`config.mk`:
```
export PLATFORM = sky130hd
export DESIGN_NAME = cache_lru
export DESIGN_NICKNAME = d
export VERILOG_FILES = /design/src/source/cache_pkg.sv /design/src/source/cache_lru.sv
export VERILOG_INCLUDE_DIRS = /design/src /design/src/include
export SDC_FILE = /design/constraint.sdc
export NUM_CORES = 1
export LEC_CHECK = 0
export ABC_AREA = 1
export BUFFER_PORTS_ARGS = -buffer_cell sky130_fd_sc_hd__buf_2
export CAP_MARGIN = 0
export CORE_AREA = 2 2 39 41
export CTS_BUF_LIST = sky130_fd_sc_hd__clkbuf_8 sky130_fd_sc_hd__clkbuf_16
export DETAILED_ROUTE_END_ITERATION = 7
export DIE_AREA = 0 0 41 43
export GPL_ROUTABILITY_DRIVEN = 0
export GPL_TIMING_DRIVEN = 1
export PLACE_DENSITY = 0.3
export SLEW_MARGIN = 40
export SYNTH_ARGS = -nofsm -noshare
export SYNTH_HDL_FRONTEND = slang
export SYNTH_SLANG_ARGS = --single-unit
```
`constraint.sdc`:
```
create_clock -name clk -period 0.8 [get_ports clk]
set_input_delay 0 -clock clk [delete_from_list [all_inputs] [get_ports clk]]
set_output_delay 0 -clock clk [all_outputs]
set_load 0.01 [all_outputs]
```
`src/include/cache_defs.svh`:
```
`ifndef CACHE_DEFS_SVH
`define CACHE_DEFS_SVH

// address and data widths
`define CACHE_ADDR_W    32
`define CACHE_WORD_W    32
`define CACHE_LINE_W    128

// geometry: 2 sets of 2 ways, 16-byte lines
`define CACHE_SETS      2
`define CACHE_WAYS      2
`define CACHE_INDEX_W   1       // address bit 4
`define CACHE_OFFSET_W  4       // byte offset inside a line, bits 3 to 0
`define CACHE_TAG_W     27      // address bits 31 to 5

// backing memory
`define MEM_LINES       64      // indexed by the low line-address bits
`define MEM_LATENCY     4       // cycles from request to done pulse

`endif

```
`src/source/cache_pkg.sv`:
```
`default_nettype none

`include "cache_defs.svh"

package cache_pkg;

    typedef logic [`CACHE_ADDR_W-1:0]        addr_t;    // byte address
    typedef logic [`CACHE_WORD_W-1:0]        word_t;    // cpu word
    typedef logic [`CACHE_LINE_W-1:0]        line_t;    // one cache line
    typedef logic [`CACHE_TAG_W-1:0]         tag_t;
    typedef logic [`CACHE_INDEX_W-1:0]       index_t;   // set number
    typedef logic [$clog2(`CACHE_WAYS)-1:0]  way_t;

    // controller states
    typedef enum logic [1:0] {
        state_idle,
        state_compare,
        state_write_back,
        state_allocate
    } cache_state_t;

endpackage

`default_nettype wire

```
`src/source/cache_lru.sv`:
```
`timescale 1ns/1ps
`default_nettype none

`include "cache_defs.svh"

module cache_lru import cache_pkg::*; (
    input  logic       clk,
    input  logic       reset,
    input  index_t     index,
    input  logic       lru_touch,
    input  way_t       touched_way,
    input  logic [1:0] valid,
    output way_t       victim_way
);

    // per set, the way that was used least recently
    logic [`CACHE_SETS-1:0] lru_q;

    always_ff @(posedge clk) begin
        if (reset) begin
            lru_q <= '0;
        end else if (lru_touch) begin
            lru_q[index] <= ~touched_way;   // the other way is now oldest
        end
    end

    // empty ways are filled first
    always_comb begin
        if (!valid[0]) begin
            victim_way = way_t'(0);
        end else if (!valid[1]) begin
            victim_way = way_t'(1);
        end else begin
            victim_way = lru_q[index];
        end
    end

endmodule

`default_nettype wire

```
==> flow_summary.toml <==
[critical_path]
timing_worst_setup_path_type = "register to output pin"
end_kind = "output pin"
critical_path_required_ns = 0.80
critical_path.max_stage_delay_ns = 0.32
cp-endpoint = "victim_way"
critPathMaxFanout = 2
worst_ep_arrival_time_ns = 0.90
worstSetupPathDepth = 5
cp_slowest_cell = "dfxtp_2"
cp_top_family = "flip-flops"
crit-reg2reg-capture = "lru_q[0]$_SDFFE_PP0P_"
reg2reg_setup_slack_ns = 0.22
crit_path_cell_trace = "inv_2 > nor2_2 > nor2_1 > nor2_1 > buf_2"
ff2ff_path_depth = 2
timing.critical_path.from_type = "register"
crit-reg2reg-launch = "lru_q[0]$_SDFFE_PP0P_"
cp_common_cell = "nor2_1"
critPathBufInv = 2
critical_path.startpoint = "lru_q[0]$_SDFFE_PP0P_"

[floorplan]
io_pins = 8
placementRows = 14
fp.coreArea_sq_um = 1380
die-area_sq_um = 1760
die-height_um = 43
floorplan.die.width_um = 41
initial_utilization_pct = 7.87

[synth]
commonest_cells_in_the_netlist = "nor2_1, nand2_1, inv_1"
synth_largest_area_cell = "dfxtp_1"
ys_types = 7
dominantRegCellSynth = "dfxtp_1"
ys_seq_area_share_pct = 36.8
synth_edf_count = 0
synth-seq-cells = 2
synthArstFlopShare_pct = 0
syn_area_sq_um = 109
post_synth.cell_area_avg_sq_um = 5.73
synth.area.top_cells = "dfxtp_1, nor2_1, nand2_1, inv_1, a21oi_1"
syn_nets = 26
yosys_top_cell_area_share_pct = 36.8
post-synth-top-count-cell = "nor2_1"
synth_cells = 19
synth.yosys.warnings = 0

[final_layout]
stdcell_count = 45
area_growth_pct = 93.1
layout.nets = 38
postLayoutCellArea_sq_um = 210
drive_gt1_share_pct = 51.7
antenna_diode_count = 0
largest_reg_flops = 2
largest_register = "lru_q"
reg.largest.list = "lru_q: 2 flops"

[drt]
ant_nets = 0
initialDrtViolationCount = 0
wire_per_inst_um = 5.67
route.vias.total = 137
post_drt_via_cell_ratio = 3.04
post-route-drc-count = 0
dr.pass1.iters = 1
detail_route.wirelength_um = 255

[run_status]
status = "finished, violations left"
failing_checks = "negative setup slack"

[global_routing]
grt_use_total_pct = 2.90
grt_start_max_net_pins = 6
via_count_of_the_first_global_routing_pass = 101
grt_pass1_wl_um = 317
grt_antenna_before_repair = 0
gr-total-overflow = 0

[clock_network]
worst_setup_hold_path_clk_slew_ns = 0.03
clock_tree.htree_level_count = 1
cts_tree = "built"
clock_insertion_delay_worst_skew_ns = 0.20
cts-root-buf = "clkbuf_8"
num_clock_sinks = 2
numCtsBuffers = 3
clk_path_buf_depth = 2

[timing]
final_min_period_over_clock_period_pct = 112
hold_violations = 0
worst_case_hold_slack_ns = 0.0339
finalClockSkew_ns = 0
finalSetupViolCount = 1
finalWorstPathRequiredPeriod_ns = 0.899
finalMaxSlewViolations = 0
final_critical_path_setup_slack_ns = -0.0986
slew_at_the_pin_closest_to_its_max_slew_limit_ns = 0.106
maxClockFrequency_mhz = 1110
slew_headroom_pct = 92.9
totalNegativeSetupSlack_ns = -0.0986
rsz0062_at_grt = "true"

[power]
leak_nw = 0.109
vdd_ir_drop_max_v = 0.000490
p_per_area_nw_per_um2 = 2600

[placed_design]
place_inst = 42
port-buffer-count = 7
placed_area_sq_um = 164

[hold_path]
worstHoldPathType = "primary input to register"
hold_path.startpoint = "reset"

[flow_run]
max-cap-violations = 0
-- per-layer routing --
| layer | routed length [um] | part of all wire [%] | GRT usage [%] | vias to the layer above |
|---|---|---|---|---|
| li1 | - | - | - | 77 |
| met1 | 121 | 47 | 3.18 | 52 |
| met2 | 97 | 38 | 3.13 | 8 |
| met3 | 36 | 14 | 3.14 | 0 |
| met4 | 0 | 0 | 2.00 | 0 |
| met5 | 0 | 0 | 0 | - |
-- report_power, final --
part / switching (W) / total (W) / internal (W) / leakage [nW]
registers: 0.00000387 / 0.000113 / 0.000109 / 0.0172
logic: 0.0000257 / 0.0000507 / 0.0000250 / 0.0702
clock network: 0.0000667 / 0.000384 / 0.000317 / 0.0216
-- cells in the final DEF, fill, tap and decap left out, drive strengths merged --
cell type,instances
clkbuf,3
nand2,4
dfxtp,2
nand3,2
nor2,5
buf,7
inv,4
a21oi,2
-- worst min-delay path, stage by stage --
cell and delay, ns:
buf_2 0.07, inv_1 0.04, nand2_1 0.06, nor2_1 0.03
-- how the worst min path moves through the flow --
stage	slack [ns]	cells past startpoint	to
after global placement	0.27	4	lru_q[0]$_SDFFE_PP0P_
after floorplan	0.09	2	victim_way
after detailed placement	0.25	4	lru_q[0]$_SDFFE_PP0P_
final	0.03	4	lru_q[1]$_SDFFE_PP0P_
after CTS	0.03	4	lru_q[0]$_SDFFE_PP0P_
after global routing	0.06	4	lru_q[1]$_SDFFE_PP0P_
-- cells by family after synthesis --
logic type / Yosys count / share of synthesized area, %
AO/OA/AOI/OAI: 2 / 9.20
flip-flops: 2 / 36.8
AND/OR/NAND/NOR: 11 / 40.2
buffers and inverters: 4 / 13.8
-- per-stage QoR --
step,utilization (%),setup slack [ns],power (W)
final,15.2,-0.0986,0.000547
after global routing,15.2,-0.171,0.000575
after CTS,14.9,-0.0946,0.000556
after detailed placement,11.8,0.111,0.000161
after global placement,11.8,0.0992,0.000163
after floorplan,-,0.187,0.000135
-- area by class of cell --
type                            count  area (sq um)
Inverter                            4          15.0
Clock buffer                        3          41.3
Fill cell                         160          1170
Sequential cell                     2          42.5
Multi-Input combinational cell     13          56.3
Timing Repair Buffer                7          35.0
Tap cell                           16          20.0
-- timing repair --
item,in CTS,in global routing
pin swaps,0,3
setup buffers,0,0
endpoints found under the hold margin,0,0
endpoints found under the setup margin,1,1
hold buffers,0,0
gates resized for setup,1,3
(Power assumes the default switching activity.)
