<file path="config.mk">
export PLATFORM = sky130hd
export DESIGN_NAME = cache_tag_array
export DESIGN_NICKNAME = d
export VERILOG_FILES = /design/src/source/cache_pkg.sv /design/src/source/cache_tag_array.sv
export VERILOG_INCLUDE_DIRS = /design/src /design/src/include
export SDC_FILE = /design/constraint.sdc
export NUM_CORES = 1
export LEC_CHECK = 0
export BUFFER_PORTS_ARGS = -buffer_cell sky130_fd_sc_hd__buf_4
export CORE_UTILIZATION = 54
export CTS_CLUSTER_DIAMETER = 50
export DETAILED_ROUTE_END_ITERATION = 10
export PLACE_DENSITY = 0.79
export SETUP_SLACK_MARGIN = 0.2
export SYNTH_ARGS = -nofsm -noshare
export SYNTH_HDL_FRONTEND = slang
export SYNTH_SLANG_ARGS = --single-unit
</file>
<file path="constraint.sdc">
create_clock -name clk -period 3 [get_ports clk]
set_input_delay 0.3 -clock clk [delete_from_list [all_inputs] [get_ports clk]]
set_output_delay 0.3 -clock clk [all_outputs]
set_load 0.03 [all_outputs]
</file>
<file path="src/include/cache_defs.svh">
`ifndef CACHE_DEFS_SVH
`define CACHE_DEFS_SVH

// address and data widths
`define CACHE_ADDR_W    32
`define CACHE_WORD_W    32
`define CACHE_LINE_W    128

// geometry: 2 sets of 2 ways, 16-byte lines
`define CACHE_SETS      2
`define CACHE_WAYS      2
`define CACHE_INDEX_W   1       // address bit 4
`define CACHE_OFFSET_W  4       // byte offset inside a line, bits 3 to 0
`define CACHE_TAG_W     27      // address bits 31 to 5

// backing memory
`define MEM_LINES       64      // indexed by the low line-address bits
`define MEM_LATENCY     4       // cycles from request to done pulse

`endif

</file>
<file path="src/source/cache_pkg.sv">
`default_nettype none

`include "cache_defs.svh"

package cache_pkg;

    typedef logic [`CACHE_ADDR_W-1:0]        addr_t;    // byte address
    typedef logic [`CACHE_WORD_W-1:0]        word_t;    // cpu word
    typedef logic [`CACHE_LINE_W-1:0]        line_t;    // one cache line
    typedef logic [`CACHE_TAG_W-1:0]         tag_t;
    typedef logic [`CACHE_INDEX_W-1:0]       index_t;   // set number
    typedef logic [$clog2(`CACHE_WAYS)-1:0]  way_t;

    // controller states
    typedef enum logic [1:0] {
        state_idle,
        state_compare,
        state_write_back,
        state_allocate
    } cache_state_t;

endpackage

`default_nettype wire

</file>
<file path="src/source/cache_tag_array.sv">
`timescale 1ns/1ps
`default_nettype none

`include "cache_defs.svh"

module cache_tag_array import cache_pkg::*; (
    input  logic       clk,
    input  logic       reset,
    input  index_t     index,
    input  way_t       way,
    input  logic       tag_we,
    input  logic       valid_in,
    input  logic       dirty_in,
    input  tag_t       tag_in,
    output logic [1:0] valid,
    output logic [1:0] dirty,
    output tag_t       tag_way0,
    output tag_t       tag_way1
);

    logic [`CACHE_WAYS-1:0] valid_q [`CACHE_SETS];
    logic [`CACHE_WAYS-1:0] dirty_q [`CACHE_SETS];
    tag_t                   tag_q   [`CACHE_SETS][`CACHE_WAYS];

    // status bits, cleared on reset
    always_ff @(posedge clk) begin
        if (reset) begin
            for (int s = 0; s < `CACHE_SETS; s++) begin
                valid_q[s] <= '0;
                dirty_q[s] <= '0;
            end
        end else if (tag_we) begin
            valid_q[index][way] <= valid_in;   // only the addressed way
            dirty_q[index][way] <= dirty_in;
        end
    end

    always_ff @(posedge clk) begin
        if (tag_we) begin
            tag_q[index][way] <= tag_in;
        end
    end

    // both ways read out by set
    assign valid    = valid_q[index];
    assign dirty    = dirty_q[index];
    assign tag_way0 = tag_q[index][0];
    assign tag_way1 = tag_q[index][1];

endmodule

`default_nettype wire

</file>
==> results.md <==
* Ys Warns at 0
* Fin Setup TNS at 0 ns
* Met1 global-route usage at approximately a quarter
* Number of top-level pins at 92
* Global routing usage summed across all routing layers at between 20% and 30%
* Final antenna diode count at 0
* Crit Path Class: in -> out
* Leading cell types in the layout, fill and taps excluded: sky130_fd_sc_hd__edfxtp_1 (116), sky130_fd_sc_hd__buf_4 (95), sky130_fd_sc_hd__mux2_2 (58)
* Final core area utilization at approximately 78%
* Max Clk Rate at around 520 MHz
* Die outline width at slightly above 90 microns
* Timing endpoint of the critical path: tag_way1[5]
* Post-layout net count at between 300 and 400
* Antenna violations before repair at 0
* Number of detailed-route iterations in the first pass at 4
* Crit path setup slack, layout at approximately 1.1 ns
* Vias in the first global route at between 2000 and 2500
* Delay of the slowest critical-path stage at about 0.63 ns
* Power density over the cells at about 730 mW/mm^2
* Worst path required time at around 2.7 ns
* Weighted congestion at the end of routability-driven global placement at about 0.71
* Post-CTS setup buffer count at 0
* Combined buffer and inverter count along the critical path at 2
* Chain of cells forming the critical path: buf_4, mux2_2, buf_4
* Global Route met3 Usage at 6.784%
* Starting density of the core at 55.88%
* Area of the mapped netlist at roughly 0.0043 sq mm
* Gates resized, CTS repair at 0
* Number of endpoints failing setup at the final stage at 0
* HPWL after detailed placement at approximately 4700 microns
* Max cap viols at 0
* Total leakage power at approximately 2.2 nW
* WL/cell at ~18 microns
* Min-delay worst type: in -> reg
* Global route total overflow at 0
* Vias after detailed routing at between 2000 and 2500
* Final period utilization at 64.03%
* Data arrival time at the worst-slack endpoint at approximately 1.6 ns
* Detailed router's first-iteration violation count at roughly 140
* Area of the die at approximately 0.0084 sq mm
* Global routing usage on met2 at between 30% and 40%
* Tmin final at between 1.5 and 2 ns
* Global-route wire length before repair at approximately 13000 microns
* Antenna Nets Post-Route at 0
* Total Routed Length at slightly above 8000 microns
* Yosys reg bits at roughly 120
* Clock tree from TritonCTS: done
* Crit-path slowest cell: sky130_fd_sc_hd__buf_4
* Ratio of routed vias to standard cells at roughly 5.2
* Number of gates on the worst path with buffers counted at 3
* Cells after synthesis at slightly above 200
* Final Hold Fails at 0
* Share of cells above drive strength 1 at 54.00%
* Pin count of the biggest net entering global routing at 69
* Net switching power of the design at ~0.96 mW
* Kind of cell with the highest combined delay on the critical path: buffers and inverters
* Clock slew at the register clock pins of the worst setup and hold paths at ~0.06 ns
* Die height at just over 90 microns
* Slew HR at 40.52%
* Most numerous cell on the critical path: sky130_fd_sc_hd__buf_4
* Startpoint types: input port
* Transition time at the pin with the least slew margin at 0.8902 ns
* Cell-internal power at around 3.4 mW
* Maximum buffer depth of the clock tree at 2
* Average footprint of a synthesized cell at about 21 sq um
* Clock sink total at 116
* Global routing's busiest layer: met2
* Synthesized netlist net count at 240
* Most frequent standard cell in the layout excluding fill and tap cells: sky130_fd_sc_hd__edfxtp_1
* CTS HTree Levels at 4
* Cell area after layout at about 0.006 sq mm
* RSZ-0062 raised after global routing: false
* Combinational share of power at a little under a tenth
* Worst Setup SP: index
* Number of buffer cells added on primary ports at around 90
* Critical path capture point type: output pin
* Layout Area Growth over Synthesis at 38.95%
* Maximum VDD drop at 456.0 uV
* Area after DPL at 0.005117 sq mm
* Number of remaining DRC errors at 0
* Largest fanout on the critical path at 68
* Placeable Area at just under 0.008 sq mm
* Worst-case setup slack after placement at around 0.8 ns
* CTS root buffer: sky130_fd_sc_hd__clkbuf_8
* Switching portion of total power at between 20% and 30%
* Num rows at 32
* Relative contribution of the clock network to total power at a little under half
* Num CTS Buffers at 17
* Number of slew-limit violations in the final report at 0
* Result of the run: finished clean
* Proportion of synthesized chip area in sequential cells at approximately four fifths
* Portion of total power attributed to sequential cells at 43.3%
* Synth unique cells at 16
* Hold_buf cts at 24
==> cell families after synthesis <==
kind of cell,after synthesis,synth area share [%]
multiplexers,58,15.13
flip-flops,116,80.67
AO/OA/AOI/OAI,3,0.5216
AND/OR/NAND/NOR,19,2.231
buffers and inverters,10,1.449
==> through the flow <==
| step | hold slack, ns | power [mW] | instances |
|---|---|---|---|
| 4_1_cts | 0.001362 | 4.389 | 450 |
| 3_3_place_gp | 0.5025 | 2.309 | 394 |
| 3_5_place_dp | 0.5044 | 2.319 | 394 |
| 5_1_grt | 0.002673 | 4.492 | 452 |
| 2_1_floorplan | 0.3989 | 2.152 | 206 |
| 6_report | 0.02190 | 4.372 | 452 |
==> final cells by class <==
class                           count  area (sq um)
Clock buffer                       17         414.1
Clock inverter                     15         207.7
Sequential cell                   116          3483
Inverter                            1         3.754
Multi-Input combinational cell     80         789.5
Tap cell                          102         127.6
Fill cell                         437          1728
Timing Repair Buffer              121         973.4
==> flip-flops by register name (all words and copies together) (netlist names) <==
register  cells
dirty_q       4
tag_q       108
valid_q       4
==> routing by layer <==
layer | vias up | part of all wire [%]
li1 | 1070 | -
met5 | - | 0
met1 | 1162 | 40
met3 | 20 | 4.5
met2 | 91 | 53
met4 | 0 | 2.3
==> how the worst min path moves through the flow <==
stage | startpoint | end | slack, ns | cells after the start
6_report | tag_in[2] | tag_q[1][2]$_DFFE_PP_ | 0.02 | 1
5_1_grt | tag_in[2] | tag_q[1][2]$_DFFE_PP_ | 0.003 | 1
4_1_cts | tag_in[12] | tag_q[0][12]$_DFFE_PP_ | 0.001 | 1
3_5_place_dp | tag_in[16] | tag_q[1][43]$_DFFE_PP_ | 0.50 | 1
3_3_place_gp | tag_in[13] | tag_q[0][13]$_DFFE_PP_ | 0.50 | 1
2_1_floorplan | tag_in[0] | tag_q[0][0]$_DFFE_PP_ | 0.40 | 0
==> power by group through the flow <==
| stage | Clock [mW] | Sequential, mW | Combinational [mW] |
|---|---|---|---|
| 2_1_floorplan | 0 | 1.92 | 0.234 |
| 3_3_place_gp | 0 | 1.92 | 0.389 |
| 3_5_place_dp | 0 | 1.93 | 0.393 |
| 4_1_cts | 2.07 | 1.89 | 0.421 |
| 5_1_grt | 2.15 | 1.90 | 0.443 |
| 6_report | 2.06 | 1.90 | 0.421 |
==> cell usage after synthesis (all sizes together) <==
master / n / area [sq um]
buf: 7 / 50.05
nand3b: 2 / 15.01
nor2: 11 / 41.29
inv: 1 / 3.750
or3b: 2 / 17.52
and3: 1 / 6.260
nand2b: 1 / 6.260
edfxtp: 116 / 3483
o21bai: 3 / 22.52
mux2: 58 / 653.1
clkbuf: 2 / 8.750
or2: 1 / 6.260
nand2: 1 / 3.750
(Power assumes the default switching activity.)
