[src/include/cache_defs.svh]
`ifndef CACHE_DEFS_SVH
`define CACHE_DEFS_SVH

// address and data widths
`define CACHE_ADDR_W    32
`define CACHE_WORD_W    32
`define CACHE_LINE_W    128

// geometry: 2 sets of 2 ways, 16-byte lines
`define CACHE_SETS      2
`define CACHE_WAYS      2
`define CACHE_INDEX_W   1       // address bit 4
`define CACHE_OFFSET_W  4       // byte offset inside a line, bits 3 to 0
`define CACHE_TAG_W     27      // address bits 31 to 5

// backing memory
`define MEM_LINES       64      // indexed by the low line-address bits
`define MEM_LATENCY     4       // cycles from request to done pulse

`endif

[src/source/cache_pkg.sv]
`default_nettype none

`include "cache_defs.svh"

package cache_pkg;

    typedef logic [`CACHE_ADDR_W-1:0]        addr_t;    // byte address
    typedef logic [`CACHE_WORD_W-1:0]        word_t;    // cpu word
    typedef logic [`CACHE_LINE_W-1:0]        line_t;    // one cache line
    typedef logic [`CACHE_TAG_W-1:0]         tag_t;
    typedef logic [`CACHE_INDEX_W-1:0]       index_t;   // set number
    typedef logic [$clog2(`CACHE_WAYS)-1:0]  way_t;

    // controller states
    typedef enum logic [1:0] {
        state_idle,
        state_compare,
        state_write_back,
        state_allocate
    } cache_state_t;

endpackage

`default_nettype wire

[src/source/cache_data_array.sv]
`timescale 1ns/1ps
`default_nettype none

`include "cache_defs.svh"

module cache_data_array import cache_pkg::*; (
    input  logic   clk,
    input  index_t index,
    input  way_t   way,
    input  logic   data_we,
    input  line_t  data_wline,
    output line_t  line_way0,
    output line_t  line_way1
);

    line_t line_mem [`CACHE_SETS][`CACHE_WAYS];

    // lines start out as zero
    initial begin
        for (int s = 0; s < `CACHE_SETS; s++) begin
            for (int w = 0; w < `CACHE_WAYS; w++) begin
                line_mem[s][w] = '0;
            end
        end
    end

    always_ff @(posedge clk) begin
        if (data_we) begin
            line_mem[index][way] <= data_wline;   // one way per write
        end
    end

    assign line_way0 = line_mem[index][0];
    assign line_way1 = line_mem[index][1];

endmodule

`default_nettype wire

[config.mk]
export PLATFORM = sky130hd
export DESIGN_NAME = cache_data_array
export DESIGN_NICKNAME = d
export VERILOG_FILES = /design/src/source/cache_pkg.sv /design/src/source/cache_data_array.sv
export VERILOG_INCLUDE_DIRS = /design/src /design/src/include
export SDC_FILE = /design/constraint.sdc
export NUM_CORES = 1
export LEC_CHECK = 0
export BUFFER_PORTS_ARGS = -buffer_cell sky130_fd_sc_hd__buf_2
export CAP_MARGIN = 20
export CORE_AREA = 2 2 238 240
export CTS_BUF_LIST = sky130_fd_sc_hd__clkbuf_4 sky130_fd_sc_hd__clkbuf_8
export CTS_CLUSTER_SIZE = 12
export DETAILED_ROUTE_END_ITERATION = 7
export DIE_AREA = 0 0 240 242
export PLACE_DENSITY = 0.61
export SLEW_MARGIN = 40
export SYNTH_ARGS = -nofsm -noshare
export SYNTH_HDL_FRONTEND = slang
export SYNTH_SLANG_ARGS = --single-unit
[constraint.sdc]
create_clock -name clk -period 21.2 [get_ports clk]
set_input_delay 4.24 -clock clk [delete_from_list [all_inputs] [get_ports clk]]
set_output_delay 4.24 -clock clk [all_outputs]
set_load 0.005 [all_outputs]
==> summary.md <==
| Metric | Value |
|---|---|
| Adder-Cell Fraction of Synth Area | `0` |
| Count of final hold-check violations | `0` |
| Total global routing overflow | `0` |
| Cell at the root of the clock tree | `sky130_fd_sc_hd__clkbuf_8` |
| Syn_nets | `933` |
| Internal cell power | `1.701 mW` |
| Setup repair after global routing missed its margin | `false` |
| Xor-xnor portion of the synthesized cell area | `0` |
| Power density cells | `91.06 nW/um2` |
| Share of power burned in combinational logic | `0.073` |
| Launch point of the critical path | `index` |
| Drt pass-1 iters | `5` |
| Die Area | `58080 um2` |
| Yosys top cell by area | `sky130_fd_sc_hd__edfxtp_1` |
| Slew at the pin closest to its max-slew limit | `787.5 ps` |
| Top cells by area in the synthesized netlist | `sky130_fd_sc_hd__edfxtp_1 80%, sky130_fd_sc_hd__mux2_4 15%, sky130_fd_sc_hd__mux2_2 3.5%` |
| Area of the placeable core | `55730 um2` |
| Multi-input logic area | `3667 um2` |
| Gates resized, CTS repair | `0` |
| Pin count of the biggest net entering global routing | `86` |
| Signed area change from the synthesized netlist to the final layout | `22.86%` |
| Pins over their slew limit | `0` |
| CTS Buffer Depth | `3` |
| Post-synthesis instance area | `19310 um2` |
| Number of cells on the worst hold path | `1` |
| Core Util, Final | `0.4257` |
| Total clock sinks | `512` |
| CP Data Required Time | `16960 ps` |
| Number of storage elements in the synthesis netlist | `512` |
| Worst Path Arrival | `6400 ps` |
| Ant diodes | `0` |
| # H-tree levels | `3` |
| Post-layout net count | `1392` |
| Place WS | `10150 ps` |
| Startpoint types | `input port` |
| Type of the worst setup path | `input port to primary output` |
| Post-synthesis sequential area ratio | `0.7961` |
| Outcome | `complete, no violations` |
| Routability congestion estimate from global placement | `0.7306` |
| Residual DRC | `0` |
| Wire length of the first global-routing pass | `57.99 mm` |
| Initial Utilization | `0.3465` |
| Share of the cycle needed by the critical path after routing | `0.5019` |
| Final non-filler cell total | `2078` |
| Multiplexer share of the synthesized area | `0.1874` |
| Hold buffers post-CTS | `0` |
| Number of different library cells in the post-synthesis netlist | `8` |
| Number of nets with antenna violations after routing | `0` |
| Area share of the largest cell type after synthesis | `0.7961` |
| Power dissipated by switching net loads | `0.4600 mW` |
| Clock share of power | `0.380` |
| Achievable clock frequency | `93.98 MHz` |
| Register containing the most flip-flops in the final layout | `line_mem` |
| Sequential share of power | `0.547` |
| Fill cells | `4982` |
| Number of max-capacitance violations reported | `0` |
| I/O Buffers | `387` |
| Hold path startpoint | `data_wline[90]` |
| Detailed Route WL | `39.23 mm` |
| Setup violation total in the final timing report | `0` |
| Setup slack after layout | `10560 ps` |
| Vias per std cell | `4.405` |
| Clock slew at reported path FFs | `60 ps` |
| Register area | `15370 um2` |
| Share of final-layout standard cells stronger than drive strength 1 | `0.6036` |
| Largest fanout on the critical path | `58` |
| Violation count after the first detailed-route iteration | `481` |
| Largest register FFs | `512` |
| Switching share of total power | `0.2129` |
| I/O pin cnt | `388` |
| Largest regs | `line_mem: 512 flops` |
| Vias after detailed routing | `9154` |
| Final min period | `10640 ps` |
| Number of placement rows | `87` |
| Number of global-route vias before repair | `9610` |
| HPWL Detailed | `24.20 mm` |
| Average detailed-routed wire length per instance | `18.88 um` |
| Global routing usage summed across all routing layers | `0.1327` |
| Combinational family with the most area after synthesis | `multiplexers` |
| Number of instances in the placed design | `1927` |
| Total number of yosys warnings | `0` |
| Static power due to leakage | `9.037 nW` |
| Worst hold path class | `input port to register` |
| Width of the die | `240 um` |
| Syn Inst Count | `801` |
| Compound-cell area share of the yosys netlist | `0` |
| Number of buffers inserted during clock tree synthesis | `85` |
| Vertical die dimension | `242 um` |
| Total negative slack | `0 ps` |
| Initial antenna violation count | `5` |
| Endpoint kind of the worst setup timing path | `primary output` |
| Synth Area per Inst | `24.11 um2` |
| Setup repair bufs after CTS | `0` |
| CTS tree | `built` |
| Worst slew margin relative to its limit | `0.4750` |
| Post-Synth Simple-Gate Area | `0.001620` |
| Maximum resistive drop on vdd | `0.05428 mV` |
cell usage after synthesis:
| cell type | count |
|---|---|
| sky130_fd_sc_hd__and3_1 | 1 |
| sky130_fd_sc_hd__and3b_1 | 2 |
| sky130_fd_sc_hd__buf_2 | 6 |
| sky130_fd_sc_hd__buf_6 | 23 |
| sky130_fd_sc_hd__edfxtp_1 | 512 |
| sky130_fd_sc_hd__mux2_2 | 60 |
| sky130_fd_sc_hd__mux2_4 | 196 |
| sky130_fd_sc_hd__nor3b_1 | 1 |
worst max-delay path, cell delays in order:
cell and delay (ps):
sky130_fd_sc_hd__buf_8 250, sky130_fd_sc_hd__buf_6 610, sky130_fd_sc_hd__buf_6 630, sky130_fd_sc_hd__mux2_4 360, sky130_fd_sc_hd__buf_2 130
worst paths after layout:
| check | end | slack, ps |
|---|---|---|
| min | line_mem[1][90]$_DFFE_PP_ | 3810 |
| max | line_way1[66] | 10560 |
layer usage:
| layer | up-vias | track usage | wire [um] |
|---|---|---|---|
| li1 | 4148 | - | - |
| met1 | 4604 | 0.1606 | 16210 |
| met2 | 324 | 0.2097 | 18630 |
| met3 | 70 | 0.05367 | 3480 |
| met4 | 8 | 0.05554 | 849 |
| met5 | - | 0 | 61 |
per-stage QoR:
step	hold slack [ps]	power, mW	area (um2)
floorplan	4339	1.289	19310
global placement	4449	1.359	22020
detailed placement	4459	1.363	22050
CTS	3700	2.201	23670
global route	3724	2.255	23730
finish	3806	2.161	23730
power groups by stage:
stage / clock network (mW) / logic (mW) / registers, mW
3_5_place_dp: 0 / 0.160 / 1.20
3_3_place_gp: 0 / 0.158 / 1.20
5_1_grt: 0.899 / 0.171 / 1.18
6_report: 0.821 / 0.158 / 1.18
4_1_cts: 0.858 / 0.161 / 1.18
2_1_floorplan: 0 / 0.0867 / 1.20
area by class of cell:
class / count / share of cell area
multi-input cells: 260 / 0.1546
well taps: 756 / 0.03986
repair buffers: 401 / 0.08943
clock inverters: 31 / 0.007646
flip-flops and latches: 512 / 0.6480
clock buffers: 118 / 0.06054
layout by cell type, fill, tap and decap left out:
master and n:
sky130_fd_sc_hd__and3_4 1, sky130_fd_sc_hd__and3b_4 2, sky130_fd_sc_hd__buf_12 1, sky130_fd_sc_hd__buf_16 1, sky130_fd_sc_hd__buf_2 386, sky130_fd_sc_hd__buf_4 2, sky130_fd_sc_hd__buf_6 10, sky130_fd_sc_hd__buf_8 1
sky130_fd_sc_hd__bufinv_16 1, sky130_fd_sc_hd__clkbuf_4 30, sky130_fd_sc_hd__clkbuf_8 88, sky130_fd_sc_hd__clkinv_1 12, sky130_fd_sc_hd__clkinv_2 12, sky130_fd_sc_hd__clkinvlp_4 5, sky130_fd_sc_hd__edfxtp_1 512, sky130_fd_sc_hd__inv_6 1
sky130_fd_sc_hd__mux2_2 60, sky130_fd_sc_hd__mux2_4 196, sky130_fd_sc_hd__nor3b_2 1
cell families (layout without fill, tap and decap cells):
group | Yosys count | in the layout
DFF | 512 | 512
and+or+nand+nor | 4 | 4
buffers and inverters | 29 | 550
muxes | 256 | 256
No activity file was read; power rests on OpenSTA's default activity.
