`config.mk`:
```
export PLATFORM = sky130hd
export DESIGN_NAME = cache_controller
export DESIGN_NICKNAME = d
export VERILOG_FILES = /design/src/source/cache_pkg.sv /design/src/source/cache_controller.sv
export VERILOG_INCLUDE_DIRS = /design/src /design/src/include
export SDC_FILE = /design/constraint.sdc
export NUM_CORES = 1
export LEC_CHECK = 0
export ABC_CLOCK_PERIOD_IN_PS = 5250
export BUFFER_PORTS_ARGS = -buffer_cell sky130_fd_sc_hd__buf_4
export CORE_AREA = 5 5 334 336
export CTS_CLUSTER_DIAMETER = 30
export CTS_CLUSTER_SIZE = 25
export DETAILED_ROUTE_END_ITERATION = 12
export DIE_AREA = 0 0 339 341
export SYNTH_ARGS = -nofsm -noshare
export SYNTH_HDL_FRONTEND = slang
export SYNTH_SLANG_ARGS = --single-unit
```
`constraint.sdc`:
```
create_clock -name clk -period 5.25 [get_ports clk]
set_clock_uncertainty 0.1 [all_clocks]
set_input_delay 1.05 -clock clk [delete_from_list [all_inputs] [get_ports clk]]
set_output_delay 1.05 -clock clk [all_outputs]
set_load 0.05 [all_outputs]
```
`src/include/cache_defs.svh`:
```
`ifndef CACHE_DEFS_SVH
`define CACHE_DEFS_SVH

// address and data widths
`define CACHE_ADDR_W    32
`define CACHE_WORD_W    32
`define CACHE_LINE_W    128

// geometry: 2 sets of 2 ways, 16-byte lines
`define CACHE_SETS      2
`define CACHE_WAYS      2
`define CACHE_INDEX_W   1       // address bit 4
`define CACHE_OFFSET_W  4       // byte offset inside a line, bits 3 to 0
`define CACHE_TAG_W     27      // address bits 31 to 5

// backing memory
`define MEM_LINES       64      // indexed by the low line-address bits
`define MEM_LATENCY     4       // cycles from request to done pulse

`endif

```
`src/source/cache_pkg.sv`:
```
`default_nettype none

`include "cache_defs.svh"

package cache_pkg;

    typedef logic [`CACHE_ADDR_W-1:0]        addr_t;    // byte address
    typedef logic [`CACHE_WORD_W-1:0]        word_t;    // cpu word
    typedef logic [`CACHE_LINE_W-1:0]        line_t;    // one cache line
    typedef logic [`CACHE_TAG_W-1:0]         tag_t;
    typedef logic [`CACHE_INDEX_W-1:0]       index_t;   // set number
    typedef logic [$clog2(`CACHE_WAYS)-1:0]  way_t;

    // controller states
    typedef enum logic [1:0] {
        state_idle,
        state_compare,
        state_write_back,
        state_allocate
    } cache_state_t;

endpackage

`default_nettype wire

```
`src/source/cache_controller.sv`:
```
`timescale 1ns/1ps
`default_nettype none

`include "cache_defs.svh"

module cache_controller import cache_pkg::*; (
    input  logic       clk,
    input  logic       reset,
    // cpu side
    input  logic       cpu_valid,
    input  logic       cpu_write,
    input  addr_t      cpu_addr,
    input  word_t      cpu_wdata,
    output word_t      cpu_rdata,
    output logic       cpu_ready,
    // tag and data arrays
    output index_t     index,
    output way_t       way,
    output logic       tag_we,
    output logic       valid_in,
    output logic       dirty_in,
    output tag_t       tag_in,
    input  logic [1:0] valid,
    input  logic [1:0] dirty,
    input  tag_t       tag_way0,
    input  tag_t       tag_way1,
    output logic       data_we,
    output line_t      data_wline,
    input  line_t      line_way0,
    input  line_t      line_way1,
    // replacement
    output logic       lru_touch,
    output way_t       touched_way,
    input  way_t       victim_way,
    // main memory
    output logic       mem_valid,
    output logic       mem_write,
    output addr_t      mem_addr,
    output line_t      mem_wdata,
    input  line_t      mem_rdata,
    input  logic       mem_ready
);

    localparam int WORD_SEL_W = $clog2(`CACHE_LINE_W / `CACHE_WORD_W);

    cache_state_t state_q, state_d;
    way_t         victim_q;          // way chosen for the current miss

    tag_t                  req_tag;
    logic [WORD_SEL_W-1:0] word_sel;
    logic                  hit0, hit1, hit;
    way_t                  hit_way;
    line_t                 hit_line;
    line_t                 merged_line;
    line_t                 victim_line;
    tag_t                  victim_tag;

    // address fields, held stable by the cpu
    assign req_tag  = cpu_addr[`CACHE_ADDR_W-1 -: `CACHE_TAG_W];
    assign index    = cpu_addr[`CACHE_OFFSET_W +: `CACHE_INDEX_W];
    assign word_sel = cpu_addr[`CACHE_OFFSET_W-1 -: WORD_SEL_W];

    assign hit0    = valid[0] && (tag_way0 == req_tag);
    assign hit1    = valid[1] && (tag_way1 == req_tag);
    assign hit     = hit0 || hit1;
    assign hit_way = way_t'(hit1);

    assign hit_line    = hit1 ? line_way1 : line_way0;
    assign victim_line = victim_q ? line_way1 : line_way0;
    assign victim_tag  = victim_q ? tag_way1 : tag_way0;

    // word read out and store merge
    assign cpu_rdata = hit_line[word_sel*`CACHE_WORD_W +: `CACHE_WORD_W];

    always_comb begin
        merged_line = hit_line;
        merged_line[word_sel*`CACHE_WORD_W +: `CACHE_WORD_W] = cpu_wdata;
    end

    // arrays see the hit way while comparing, the victim otherwise
    assign way         = (state_q == state_compare) ? hit_way : victim_q;
    assign touched_way = hit_way;
    assign tag_in      = req_tag;
    assign valid_in    = 1'b1;

    // memory request, line aligned
    assign mem_valid = (state_q == state_write_back) || (state_q == state_allocate);
    assign mem_write = (state_q == state_write_back);
    assign mem_wdata = victim_line;
    assign mem_addr  = (state_q == state_write_back)
                     ? {victim_tag, index, {`CACHE_OFFSET_W{1'b0}}}
                     : {req_tag, index, {`CACHE_OFFSET_W{1'b0}}};

    always_comb begin
        state_d    = state_q;
        cpu_ready  = 1'b0;
        lru_touch  = 1'b0;
        tag_we     = 1'b0;
        dirty_in   = 1'b0;
        data_we    = 1'b0;
        data_wline = merged_line;
        unique case (state_q)
            state_idle: begin
                if (cpu_valid) begin
                    state_d = state_compare;
                end
            end
            state_compare: begin
                if (hit) begin
                    cpu_ready = 1'b1;
                    lru_touch = 1'b1;
                    if (cpu_write) begin
                        data_we  = 1'b1;   // merged word goes back in
                        tag_we   = 1'b1;
                        dirty_in = 1'b1;
                    end
                    state_d = state_idle;
                end else if (valid[victim_way] && dirty[victim_way]) begin
                    state_d = state_write_back;
                end else begin
                    state_d = state_allocate;
                end
            end
            state_write_back: begin
                if (mem_ready) begin
                    state_d = state_allocate;
                end
            end
            state_allocate: begin
                if (mem_ready) begin
                    data_we    = 1'b1;   // refill, line is clean
                    data_wline = mem_rdata;
                    tag_we     = 1'b1;
                    state_d    = state_compare;
                end
            end
            default: state_d = state_idle;
        endcase
    end

    always_ff @(posedge clk) begin
        if (reset) begin
            state_q <= state_idle;
        end else begin
            state_q <= state_d;
        end
    end

    always_ff @(posedge clk) begin
        if (state_q == state_compare && !hit) begin
            victim_q <= victim_way;
        end
    end

endmodule

`default_nettype wire

```
==> metrics.yaml, run 1 <==
status:
  status: "finished, final reports clean"
layout:
  drive_above_1_share_pct: 57.59
  num-fill-cells: 12410
  multiInputGateArea_mm2: 0.009022
  area_growth_pct: 82.62
  mostFrequentLayoutCells: "buf_4 (882), mux2i_1 (282), nor2_1 (160)"
  seqCellArea_um2: 70.07
  final_common_cell: "buf_4"
  stdcell_area_mm2: 0.01816
  layout.nets: 2618
die:
  die_h_um: 341
  die_w_um: 339
  rows: 121
  start_util_pct: 9.185
  die_area_mm2: 0.1156
  core_area_mm2: 0.1082
  pin_count: 870
timing:
  fin_ws_ps: 340.1
  setup_violations: 0
  min_period_ps: 4910
  holdWs_ps: 597.8
  setup_tns_ps: 0
  finalHoldViolCount: 0
  rsz0062_at_grt: "false"
  fmax_mhz: 203.7
  drv_slew: 0
  fin_crit_sh_pct: 93.52
  slew_headroom_pct: 29.71
  worst_pin_slew_ps: 1054
grt:
  grt_pass1_wl_mm: 140.6
  antenna_found_initial: 40
  grt_pass1_vias: 14580
  grt_max_degree: 70
  grt-ovfl-total: 0
  grtUsageTotal_pct: 17.80
placement:
  hpwl_mm: 97.71
  place_area_mm2: 0.01803
  gp_congestion: 0.9631
  io_buffers: 859
  dpl_worst_slack_ps: 451.2
routing:
  wire_per_inst_um: 31.28
  drc: 0
  firstDrtPassIters: 5
  drt-vias-per-instance: 4.136
  drtAntennaViolNets: 0
  wl_mm: 110.4
  dr_total_vias: 14600
  drt-initial-drc-count: 1081
synth:
  syn_avg_cell_area_um2: 7.453
  synth_top_area_share_pct: 28.39
  synth-async-reset-ratio_pct: 0
  synth_area_leader_cell: "mux2i_1"
  ys_top_cells_by_area: "mux2i_1 (28%), mux2_2 (15%), o22ai_1 (8.1%)"
  ys_warn_count: 0
  seq_area_frac_synth_pct: 0.7048
  syn_inst: 1334
  synthFlopType: "dfxtp_1"
  syn_area_mm2: 0.009942
  synth_cell_type_count: 37
  synth_seq_cells: 3
  synth_edf_count: 1
min_path:
  min_path_type: "reg -> reg"
clock_tree:
  h-tree-depth: 1
  cts_inserted_buffers: 3
  clock-sinks: 3
  cts_setup_buffers: 0
  cts_buffer_depth: 2
  holdBufCountCts: 0
  cts-root-buf: "clkbuf_16"
  clkLatencyLatePin_ps: 230
  clk_pin_slew_ps: 30
  cts_resized: 0
  cts_tree: "built"
worst_setup_path:
  crit_type: "in -> out"
  cp_top_family: "buffers and inverters"
  crit_arrival_ps: 3760
  required_ps: 4100
  critPathCaptureType: "output pin"
  cp_max_fo: 30
  path_cells: "buf_4 > xnor2_1 > nand4_1 > nor4_1 > nand4_1 > buf_12 > buf_12 > mux2i_1 > o22ai_1 > buf_4"
  cpPeakStageDelay_ps: 450
  reg2reg_slack_ps: 3070
  path_buf_inv: 4
  slowest_stage: "nor4_1"
  crit_path_start_kind: "input port"
pwr:
  power.density_mw_per_mm2: 250.3
  leakage_nw: 9.316
  ir_drop_v: 0.0001474
run:
  cap_violations: 0
==> per-stage QoR <==
| stage | total power, mW | cells | utilization, % |
|---|---|---|---|
| 4_1_cts | 4.566 | 3510 | 16.73 |
| 3_3_place_gp | 4.424 | 3506 | 16.66 |
| 3_5_place_dp | 4.430 | 3506 | 16.66 |
| 5_1_grt | 4.692 | 3519 | 16.75 |
| 2_1_floorplan | 2.623 | 1337 | - |
| 6_report | 4.545 | 3529 | 16.77 |
==> registers in the layout, indices dropped and copies added (netlist names) <==
| register | cells |
|---|---|
| state_q | 2 |
| victim_q | 1 |
==> power breakdown <==
group	internal, mW	switching (mW)	total [mW]
logic	1.41	2.96	4.36
registers	0.0344	0.0258	0.0602
clock network	0.100	0.0218	0.122
total	1.54	3.00	4.55
==> layout make-up <==
cell class              count  share of cell area (%)
multi-input cells        1147                   49.69
repair buffers            902                   38.64
well taps                1414                   9.744
inverters                  40                  0.8407
clock buffers               4                  0.4342
flip-flops and latches      3                  0.3859
diodes                     19                  0.2619
==> logic make-up (layout without fill, tap and decap cells) <==
kind of cell,after synthesis,after routing,share of synthesized area (%)
adders and majority gates,9,9,1.133
buffers and inverters,187,946,9.200
muxes,443,443,50.25
other,2,24,0.07554
AOI/OAI and AO/OA,295,295,16.68
and+or+nand+nor,341,341,17.20
xor gates and xnor gates,54,54,4.757
DFF,3,3,0.7048
==> final timing paths <==
path	start	end	depth (start not counted)
min reg2reg	state_q[0]	state_q[0]	4
min	state_q[0]	state_q[0]	4
max	cpu_addr[9]	data_wline[112]	10
max reg2reg	state_q[0]	state_q[1]	8
==> synth_stat cells (all sizes together), types with 4 or more instances <==
master    n
a21oi   157
buf      63
clkbuf   84
ha        9
inv      40
mux2    129
mux2i   282
mux4     32
nand2    13
nand4    19
nor2    160
nor3      4
nor4      9
o21ai     5
o22ai   128
or2     128
xnor2    41
xor2     13
==> layer usage <==
metal	GRT usage [%]	vias up	share of wire, %
met1	22.88	7156	42
li1	-	6418	-
met4	3.269	20	2.3
met2	29.93	866	47
met3	4.999	135	8.6
met5	0.6667	-	0.22
==> tightest hold or removal path, stage by stage, from the launching register on <==
cell     delay, ps
dfxtp_1        330
nor2_1         110
nor2_1          60
o21ai_0         60
o21ai_0         80
(Power assumes the default switching activity.)
==> inputs of run 2 (changes only) <==
BUFFER_PORTS_ARGS = -buffer_cell sky130_fd_sc_hd__buf_2   (was -buffer_cell sky130_fd_sc_hd__buf_4)
CAP_MARGIN = 30   (was unset)
GPL_TIMING_DRIVEN = 0   (was unset)
==> metrics.yaml, run 2 (synthesized netlist as in run 1, its figures left out) <==
die:
  start_util_pct: 9.185
  rows: 121
  core_area_mm2: 0.1082
  die_w_um: 339
  die_h_um: 341
  pin_count: 870
  die_area_mm2: 0.1156
timing:
  holdWs_ps: 575.6
  rsz0062_at_grt: "false"
  setup_violations: 0
  finalHoldViolCount: 0
  fmax_mhz: 194.3
  drv_slew: 0
  fin_crit_sh_pct: 98.02
  slew_headroom_pct: 30.24
  min_period_ps: 5146
  worst_pin_slew_ps: 1046
clock_tree:
  clk_pin_slew_ps: 30
  cts-root-buf: "clkbuf_16"
  h-tree-depth: 1
  cts_tree: "built"
  cts_buffer_depth: 2
  cts_inserted_buffers: 3
  clock-sinks: 3
  clkLatencyLatePin_ps: 220
  holdBufCountCts: 0
worst_setup_path:
  critPathCaptureType: "output pin"
  required_ps: 4100
  r2r_start: "state_q[0]"
  crit_type: "in -> out"
  cp_max_fo: 12
  crit_arrival_ps: 4000
  crit_start: "cpu_addr[2]"
  crit_path_start_kind: "input port"
layout:
  layoutNonFillerInstCount: 3656
  area_growth_pct: 68.02
  largest_reg_flops: 2
  mostFrequentLayoutCells: "buf_2 (876), mux2i_1 (280), nor2_1 (160)"
  top_regs: "state_q (2), victim_q (1)"
  layout.nets: 2749
  final_common_cell: "buf_2"
  top_register: "state_q"
  drive_above_1_share_pct: 57.30
routing:
  drc: 0
  drt-vias-per-instance: 4.338
  wire_per_inst_um: 38.91
  firstDrtPassIters: 5
  drtAntennaViolNets: 0
  dr_total_vias: 15860
  wl_mm: 142.2
  drt-initial-drc-count: 1430
placement:
  hpwl_mm: 126.7
  gp_congestion: 0.9407
  io_buffers: 861
  dp.cells: 3637
pwr:
  p_switching_mw: 3.274
  seq_power_share_pct: 1.0
  pwr-share-clk_pct: 2.7
  combPwrFrac_pct: 96.3
  internal_power_mw: 1.269
  leakage_nw: 8.963
  swShare_pct: 72.07
  ir_drop_v: 0.0001138
  p_total_mw: 4.543
  power.density_mw_per_mm2: 271.9
grt:
  antenna_found_initial: 91
  grt_pass1_wl_mm: 174.8
  grtUsageTotal_pct: 23.10
  grt_pass1_vias: 15910
  grt_max_degree: 20
  grt-ovfl-total: 0
min_path:
  holdCritStartpoint: "state_q[0]"
  min_path_type: "reg -> reg"
run:
  cap_violations: 0
status:
  status: "finished, final reports clean"
## run 2: cell count changes in the layout (fill, tap and decap cells not counted), moves of 5 or more
cell	delta
clkbuf_1	+57
clkbuf_2	+22
buf_6	+10
buf_4	-841
buf_2	+876
buf_8	+17
buf_16	+5
buf_12	-18
## run 2: power by group through the flow
stage                     registers, mW  logic [mW]  clock network, mW
final                            0.0459        4.37              0.122
after global routing             0.0482        4.50              0.127
after CTS                        0.0470        4.40              0.124
after detailed placement         0.0474        4.38                  0
after global placement           0.0467        4.30                  0
after floorplan                  0.0403        2.58                  0
## run 2: metrics by stage
| stage | setup TNS [ps] | utilization, % | setup slack (ps) | cell area (um^2) |
|---|---|---|---|---|
| final | 0 | 15.43 | 103.8 | 16700 |
| after global routing | 0 | 15.40 | 1.565 | 16670 |
| after CTS | 0 | 15.36 | 2.720 | 16630 |
| after detailed placement | -144700 | 15.22 | -1596 | 16470 |
| after global placement | -335700 | 14.81 | -3930 | 16030 |
| after floorplan | 0 | - | 243.3 | 9953 |
## run 2: cell type report
| class | count | area [um^2] |
|---|---|---|
| Multi-Input combinational cell | 1147 | 9032 |
| Sequential cell | 3 | 70.07 |
| Buffer | 144 | 812.0 |
| Tap cell | 1414 | 1769 |
| Inverter | 40 | 152.6 |
| Fill cell | 12640 | 91540 |
| Antenna cell | 15 | 37.54 |
| Clock buffer | 4 | 78.83 |
| Timing Repair Buffer | 889 | 4752 |
## run 2: path summary, 6_finish.rpt
| path | to | slack [ps] | cells past startpoint |
|---|---|---|---|
| worst max-delay path | data_wline[7] | 100 | 10 |
| worst min-delay path | state_q[0] | 580 | 4 |
| worst max register to register | state_q[0] | 3480 | 8 |
| worst min register to register | state_q[0] | 580 | 4 |
## run 2: what timing repair did
| item | 4_1_cts | 5_1_grt |
|---|---|---|
| endpoints found under the setup margin | 166 | 12 |
| hold endpoints to repair | 0 | 0 |
| pin swaps | 1 | 0 |
| resized for setup | 28 | 8 |
| buffers inserted | 2 | 0 |
## run 2: worst max-delay path, stage by stage
cell	delay, ps
buf_2	180
inv_4	270
buf_8	280
ha_1	380
nor4bb_1	300
clkbuf_4	330
clkbuf_2	360
a21oi_1	120
o22ai_1	320
buf_2	340
## run 2: layer usage
layer	track usage, %	wire, um	up-vias
met4	3.173	3111	24
met1	29.65	60160	7770
li1	-	-	6685
met2	40.43	67730	1130
met5	0	156	-
met3	5.322	11090	250
